===== config.mk =====
export PLATFORM = sky130hd
export DESIGN_NAME = mask_reduce_top
export DESIGN_NICKNAME = d
export VERILOG_FILES = /design/src/verilog/vec_cfg_pkg.sv /design/src/verilog/mask_op_pkg.sv /design/src/verilog/credit_fifo.sv /design/src/verilog/first_bit_finder.sv /design/src/verilog/popcount_acc.sv /design/src/verilog/mask_reduce_unit.sv /design/src/verilog/mask_reduce_top.sv
export SDC_FILE = /design/constraint.sdc
export NUM_CORES = 1
export LEC_CHECK = 0
export ABC_AREA = 0
export ABC_CLOCK_PERIOD_IN_PS = 9400
export BUFFER_PORTS_ARGS = -buffer_cell sky130_fd_sc_hd__buf_4
export CAP_MARGIN = 40
export CORE_MARGIN = 2
export CORE_UTILIZATION = 50
export CTS_BUF_LIST = sky130_fd_sc_hd__clkbuf_4 sky130_fd_sc_hd__clkbuf_8
export CTS_CLUSTER_SIZE = 10
export DETAILED_ROUTE_END_ITERATION = 12
export PLACE_DENSITY_LB_ADDON = 0.25
export SLEW_MARGIN = 20
export SYNTH_ARGS = -nofsm -noshare
export SYNTH_HDL_FRONTEND = slang
export SYNTH_SLANG_ARGS = --single-unit

===== constraint.sdc =====
create_clock -name clk -period 9.4 [get_ports clk]
set_clock_uncertainty 0.15 [all_clocks]
set_input_delay 2.35 -clock clk [delete_from_list [all_inputs] [get_ports clk]]
set_output_delay 2.35 -clock clk [all_outputs]
set_load 0.1 [all_outputs]

===== src/verilog/vec_cfg_pkg.sv =====
`default_nettype none

package vec_cfg_pkg;

    localparam int chunk_w      = 64;   // bits in one mask chunk.
    localparam int chunk_idx_w  = 4;    // up to 16 chunks, 1024 mask bits.
    localparam int bit_idx_w    = 6;    // position within a chunk.
    localparam int result_w     = 64;
    localparam int tag_w        = 5;    // destination tag.

    localparam int req_depth    = 4;    // also upstream credits after reset.
    localparam int resp_depth   = 4;

    localparam int unit_latency = 3;    // last-beat pop to result push.

    // free-slot count of the response FIFO, 0 to resp_depth.
    localparam int resp_cnt_w   = $clog2(resp_depth + 1);

    localparam int credit_cnt_w = 8;    // response credits held by the top.

endpackage

`default_nettype wire


===== src/verilog/mask_op_pkg.sv =====
`default_nettype none

package mask_op_pkg;

    import vec_cfg_pkg::*;

    typedef enum logic {
        op_first = 1'b0,    // find first set mask bit.
        op_popc  = 1'b1     // mask population count.
    } mask_op_e;

    // one mask chunk of a request, 75 bits.
    typedef struct packed {
        logic [chunk_w-1:0]     mask;
        logic [chunk_idx_w-1:0] chunk_idx;
        logic                   last;       // final chunk of the request.
        mask_op_e               op;
        logic [tag_w-1:0]       tag;
    } mask_req_t;

    // one finished request, 69 bits.
    typedef struct packed {
        logic [tag_w-1:0]    tag;
        logic [result_w-1:0] result;
    } mask_resp_t;

endpackage

`default_nettype wire


===== src/verilog/credit_fifo.sv =====
`default_nettype none

module credit_fifo #(
    parameter int  depth     = 4,
    parameter type payload_t = logic
) (
    input  wire logic                          clk,
    input  wire logic                          rst,
    input  wire logic                          push,
    input  wire payload_t                      push_data,
    input  wire logic                          pop,
    output payload_t                           head,
    output logic                               head_valid,
    output logic     [$clog2(depth + 1)-1:0]   free,
    output logic                               credit
);

    localparam int cnt_w = $clog2(depth + 1);
    localparam int ptr_w = (depth > 1) ? $clog2(depth) : 1;

    payload_t         mem [depth];
    logic [ptr_w-1:0] wr_ptr;
    logic [ptr_w-1:0] rd_ptr;
    logic [cnt_w-1:0] count;

    function automatic logic [ptr_w-1:0] next_ptr(input logic [ptr_w-1:0] ptr);
        if (ptr == ptr_w'(depth - 1)) begin
            return '0;
        end
        return ptr + 1'b1;
    endfunction

    always_ff @(posedge clk) begin
        if (rst) begin
            wr_ptr <= '0;
            rd_ptr <= '0;
            count  <= '0;
        end else begin
            if (push) begin
                wr_ptr <= next_ptr(wr_ptr);
            end
            if (pop) begin
                rd_ptr <= next_ptr(rd_ptr);
            end
            case ({push, pop})
                2'b10:   count <= count + 1'b1;
                2'b01:   count <= count - 1'b1;
                default: count <= count;     // idle, or push and pop together.
            endcase
        end
    end

    always_ff @(posedge clk) begin
        if (push) begin
            mem[wr_ptr] <= push_data;
        end
    end

    assign head       = mem[rd_ptr];
    assign head_valid = (count != '0);
    assign free       = cnt_w'(depth) - count;
    assign credit     = pop;             // one slot handed back per pop.

endmodule

`default_nettype wire


===== src/verilog/first_bit_finder.sv =====
`default_nettype none

module first_bit_finder
    import vec_cfg_pkg::*;
(
    input  wire logic                   clk,
    input  wire logic                   rst,
    input  wire logic                   valid,
    input  wire logic [chunk_w-1:0]     chunk,
    input  wire logic [chunk_idx_w-1:0] chunk_idx,
    output logic      [result_w-1:0]    index,
    output logic                        found
);

    logic [bit_idx_w-1:0] pos;
    logic                 any_set;

    // scan from the top so the lowest set bit wins.
    always_comb begin
        pos = '0;
        for (int i = chunk_w - 1; i >= 0; i--) begin
            if (chunk[i]) begin
                pos = bit_idx_w'(i);
            end
        end
    end

    assign any_set = |chunk;

    always_ff @(posedge clk) begin
        if (rst) begin
            found <= 1'b0;
        end else begin
            found <= valid && any_set;
        end
    end

    // chunk_idx * 64 + pos is a plain concatenation.
    always_ff @(posedge clk) begin
        index <= result_w'({chunk_idx, pos});
    end

endmodule

`default_nettype wire


===== src/verilog/popcount_acc.sv =====
`default_nettype none

module popcount_acc
    import vec_cfg_pkg::*;
(
    input  wire logic                clk,
    input  wire logic                rst,
    input  wire logic                valid,
    input  wire logic [chunk_w-1:0]  chunk,
    input  wire logic                restart,
    output logic      [result_w-1:0] sum
);

    logic [bit_idx_w:0] ones;    // 0 to 64.

    always_comb begin
        ones = '0;
        for (int i = 0; i < chunk_w; i++) begin
            ones = ones + (bit_idx_w + 1)'(chunk[i]);
        end
    end

    always_ff @(posedge clk) begin
        if (rst) begin
            sum <= '0;
        end else if (valid) begin
            if (restart) begin
                sum <= result_w'(ones);           // first beat of a request.
            end else begin
                sum <= sum + result_w'(ones);
            end
        end
    end

endmodule

`default_nettype wire


===== src/verilog/mask_reduce_unit.sv =====
`default_nettype none

module mask_reduce_unit
    import vec_cfg_pkg::*;
    import mask_op_pkg::*;
(
    input  wire logic                  clk,
    input  wire logic                  rst,
    input  wire mask_req_t             head,
    input  wire logic                  head_valid,
    input  wire logic [resp_cnt_w-1:0] resp_free,
    output logic                       pop,
    output mask_resp_t                 result,
    output logic                       result_valid
);

    logic [resp_cnt_w-1:0] pending;     // last beat popped, result not yet pushed.
    logic [resp_cnt_w-1:0] need;
    logic                  prev_last;

    mask_req_t             s0_req;
    logic                  s0_valid;
    logic                  s0_first;

    logic                  s1_last;
    mask_op_e              s1_op;
    logic [tag_w-1:0]      s1_tag;

    logic [result_w-1:0]   fb_index;
    logic                  fb_found;
    logic [result_w-1:0]   pc_sum;

    logic [result_w-1:0]   first_idx;
    logic                  first_found;
    logic [result_w-1:0]   result_sel;

    // admit only while every unfinished request has a response slot.
    assign need = pending + resp_cnt_w'(head.last);
    assign pop  = head_valid && (need < resp_free);

    first_bit_finder u_first_bit_finder (
        .clk       (clk),
        .rst       (rst),
        .valid     (s0_valid),
        .chunk     (s0_req.mask),
        .chunk_idx (s0_req.chunk_idx),
        .index     (fb_index),
        .found     (fb_found)
    );

    popcount_acc u_popcount_acc (
        .clk     (clk),
        .rst     (rst),
        .valid   (s0_valid),
        .chunk   (s0_req.mask),
        .restart (s0_first),
        .sum     (pc_sum)
    );

    always_comb begin
        if (s1_op == op_popc) begin
            result_sel = pc_sum;
        end else if (first_found) begin
            result_sel = first_idx;           // an earlier chunk already hit.
        end else if (fb_found) begin
            result_sel = fb_index;
        end else begin
            result_sel = '1;                  // no bit set anywhere.
        end
    end

    always_ff @(posedge clk) begin
        if (rst) begin
            pending      <= '0;
            prev_last    <= 1'b1;
            s0_valid     <= 1'b0;
            s1_last      <= 1'b0;
            first_found  <= 1'b0;
            result_valid <= 1'b0;
        end else begin
            pending <= pending + resp_cnt_w'(pop && head.last)
                     - resp_cnt_w'(result_valid);
            if (pop) begin
                prev_last <= head.last;
            end
            s0_valid <= pop;
            s1_last  <= s0_valid && s0_req.last;
            if (s1_last) begin
                first_found <= 1'b0;          // next request starts clean.
            end else if (fb_found) begin
                first_found <= 1'b1;
            end
            result_valid <= s1_last;
        end
    end

    always_ff @(posedge clk) begin
        if (pop) begin
            s0_req   <= head;
            s0_first <= prev_last;
        end
        s1_op  <= s0_req.op;                  // lines up with the child outputs.
        s1_tag <= s0_req.tag;
        if (fb_found && !first_found) begin
            first_idx <= fb_index;
        end
        result.tag    <= s1_tag;
        result.result <= result_sel;
    end

endmodule

`default_nettype wire


===== src/verilog/mask_reduce_top.sv =====
`default_nettype none

module mask_reduce_top
    import vec_cfg_pkg::*;
    import mask_op_pkg::*;
(
    input  wire logic       clk,
    input  wire logic       rst,
    input  wire mask_req_t  req,
    input  wire logic       req_valid,
    output logic            req_credit,
    output mask_resp_t      resp,
    output logic            resp_valid,
    input  wire logic       resp_credit
);

    mask_req_t               req_head;
    logic                    req_head_valid;
    logic                    unit_pop;

    mask_resp_t              unit_result;
    logic                    unit_result_valid;
    logic [resp_cnt_w-1:0]   resp_free;
    logic                    resp_head_valid;

    logic [credit_cnt_w-1:0] resp_credits;

    credit_fifo #(
        .depth     (req_depth),
        .payload_t (mask_req_t)
    ) u_req_fifo (
        .clk        (clk),
        .rst        (rst),
        .push       (req_valid),
        .push_data  (req),
        .pop        (unit_pop),
        .head       (req_head),
        .head_valid (req_head_valid),
        .free       (),
        .credit     (req_credit)
    );

    mask_reduce_unit u_unit (
        .clk          (clk),
        .rst          (rst),
        .head         (req_head),
        .head_valid   (req_head_valid),
        .resp_free    (resp_free),
        .pop          (unit_pop),
        .result       (unit_result),
        .result_valid (unit_result_valid)
    );

    credit_fifo #(
        .depth     (resp_depth),
        .payload_t (mask_resp_t)
    ) u_resp_fifo (
        .clk        (clk),
        .rst        (rst),
        .push       (unit_result_valid),
        .push_data  (unit_result),
        .pop        (resp_valid),
        .head       (resp),
        .head_valid (resp_head_valid),
        .free       (resp_free),
        .credit     ()
    );

    // send whenever a result waits and downstream has granted room.
    assign resp_valid = resp_head_valid && (resp_credits != '0);

    always_ff @(posedge clk) begin
        if (rst) begin
            resp_credits <= '0;
        end else begin
            resp_credits <= resp_credits + credit_cnt_w'(resp_credit)
                          - credit_cnt_w'(resp_valid);
        end
    end

endmodule

`default_nettype wire


==> impl_metrics.py <==
metrics = {
    "run_status": {
        "outcome": "complete, no violations",
    },
    "placement": {
        "placed_cell_area_um2": 35750,
        "io_buffer_count": 149,
        "place_ws_ns": 1.242,
        "gp_congestion": 0.8762,
        "hpwlAfterDp_um": 42550,
    },
    "clocking": {
        "cts.sinks": 846,
        "htreeDepth": 4,
        "cts_setup_buffers": 0,
        "root_buffer": "clkbuf_8",
        "cts_tree": "yes",
        "clk-insertion-delay-late_ns": 0.75,
        "holdBufCountCts": 0,
        "post_cts_resized": 0,
        "clk_pin_slew_worst_paths_ns": 0.06,
        "clockBufferDepth": 3,
        "cts_buffers": 137,
    },
    "layout": {
        "multi_input_area_um2": 9082,
        "final_cell_area_um2": 38560,
        "final_cell_mix": "edfxtp_1, dfxtp_1, buf_4, clkbuf_8, mux4_2",
        "num_antenna_cells": 0,
        "seq_area_um2": 23580,
        "finalNetCount": 2378,
        "drive_gt1_share_pct": 25.21,
        "area_delta_synth_final_pct": 15.45,
        "utilization_pct": 58.43,
        "fill_cells": 4922,
        "final_common_cell": "edfxtp_1",
    },
    "grt": {
        "grt_pass1_wl_um": 102800,
        "groute.usage.overall_pct": 19.41,
        "overflow": 0,
        "grt_max_degree": 76,
        "antenna_found_initial": 0,
        "grt_pass1_vias": 18652,
    },
    "routing": {
        "drc": 0,
        "totalWireLength_um": 65520,
        "wl_met1_um": 25930,
        "dr.first_iter.drc_count": 1083,
        "viasPerCell": 5.537,
        "ant_nets": 0,
        "top_layer_used": "met4",
        "vias": 17504,
        "route.met3.wl_um": 2515,
        "wl_met2_um": 35310,
        "drtPass1Iterations": 5,
        "routedWlPerCell_um": 20.73,
    },
    "critical_path": {
        "critPathArrivalTime_ns": 8.65,
        "worstSetupEndpointType": "flip-flop",
        "cp_slowest_stage_delay_ns": 0.56,
        "crit_path_start_kind": "flip-flop",
        "crit_path_top_delay_cell": "fa_1",
        "crit_top_cell": "fa_1",
        "cp.required_ns": 9.86,
        "cp_max_fo": 24,
        "path_class": "flip-flop to flip-flop",
    },
    "sta": {
        "period_needed_ns": 8.193,
        "setup_ws_ns": 1.207,
        "finalSetupViolCount": 0,
        "final.setup.tns_ns": 0,
        "tightest_slew_ns": 0.9083,
        "timing.final.crit_share_pct": 87.16,
        "rsz0062_at_grt": "no",
        "max_freq_ghz": 0.1221,
        "final_hold_viol_count": 0,
        "maxSlewViolCount": 0,
        "slew_headroom_pct": 38.89,
    },
    "yosys": {
        "synthCells": 1941,
        "synth_fp_nets": 2133,
        "synth_edf_count": 662,
        "synth_seq_cells": 846,
        "synth_cell_type_count": 60,
        "synth_top_cell_area_share_pct": 59.53,
        "syn_area_per_cell_um2": 17.21,
        "synth.largest_area_cell": "edfxtp_1",
        "synth_seq_area_share_pct": 70.56,
        "synth.cell_area_um2": 33400,
        "async_flop_share_pct": 0,
        "synth_ff_type": "edfxtp_1",
        "yosys_warnings": 0,
        "synth.area.top_cells": "edfxtp_1, dfxtp_1, mux4_2",
    },
    "hold_path": {
        "hold_class": "flip-flop to flip-flop",
    },
    "floorplan": {
        "die_x_um": 262.4,
        "rows": 94,
        "initial_core_util_pct": 50.61,
        "core_region_area_um2": 65980,
        "die_y_um": 262.4,
        "dieArea_um2": 68870,
        "pin_count": 150,
    },
    "job": {
        "maxCapViolCount": 0,
    },
}
## through the flow
stage / std cells / hold slack [ns]
floorplan: 1941 / 0.1596
global placement: 2897 / 0.1622
detailed placement: 2910 / 0.1636
CTS: 3160 / 0.1759
global route: 3161 / 0.1921
finish: 3161 / 0.1772
## worst max-delay path, delay by kind of cell (launching register included)
family          cells  cell delay (ns)
compound gates      8             1.82
fa+ha+maj          11             4.86
buf+inv             8             0.77
flops               1             0.46
## area by class of cell
| class | count | area share [%] |
|---|---|---|
| well taps | 864 | 2.804 |
| flip-flops and latches | 846 | 61.15 |
| inverters | 130 | 1.269 |
| clock inverters | 32 | 0.5160 |
| clock buffers | 218 | 6.679 |
| multi-input cells | 890 | 23.56 |
| repair buffers | 181 | 4.027 |
## logic make-up after synthesis
group           after synthesis  synth area share (%)
compound gates              275                 5.590
simple gates                322                 5.279
xor+xnor                     29                0.7606
fa+ha+maj                   113                 5.560
mux                         151                 9.925
buf+inv                     205                 2.330
flops                       846                 70.56
## path summary, 6_finish.rpt
| kind | start | end | slack, ns | cells past startpoint |
|---|---|---|---|---|
| min | u_unit.s1_tag[1] | u_unit.result[65] | 0.18 | 0 |
| min reg2reg | u_unit.s1_tag[1] | u_unit.result[65] | 0.18 | 0 |
| max reg2reg | u_unit.s0_req[64] | u_unit.u_popcount_acc.sum[49] | 1.21 | 27 |
| max | u_unit.s0_req[64] | u_unit.u_popcount_acc.sum[49] | 1.21 | 27 |
## sequential cells by signal, summed over array words and instances (netlist names), 5 cells and up, named ones only
| register | count |
|---|---|
| u_resp_fifo.mem | 276 |
| u_unit.result | 69 |
| u_unit.s1_tag | 5 |
| u_unit.first_idx | 10 |
| u_unit.u_popcount_acc.sum | 64 |
| u_req_fifo.mem | 300 |
| u_unit.u_first_bit_finder.index | 10 |
| u_unit.s0_req | 75 |
| resp_credits | 8 |
## synth_stat cells, drive strengths merged, types with 28 or more instances
cell,instances
or4,28
ha,54
clkbuf,55
nor3,28
a21oi,59
a21o,64
fa,59
o21ai,39
nor2,70
edfxtp,662
nand2,47
inv,130
mux4,144
dfxtp,184
## routing by layer
metal / global-route usage, % / vias to the layer above
met2: 35.10 / 398
met4: 7.502 / 0
met5: 0 / -
met3: 4.029 / 109
met1: 22.73 / 8908
li1: - / 8089
Power is not shown: default switching activity piles up to over one toggle a cycle in this logic, so the estimate is an artifact.
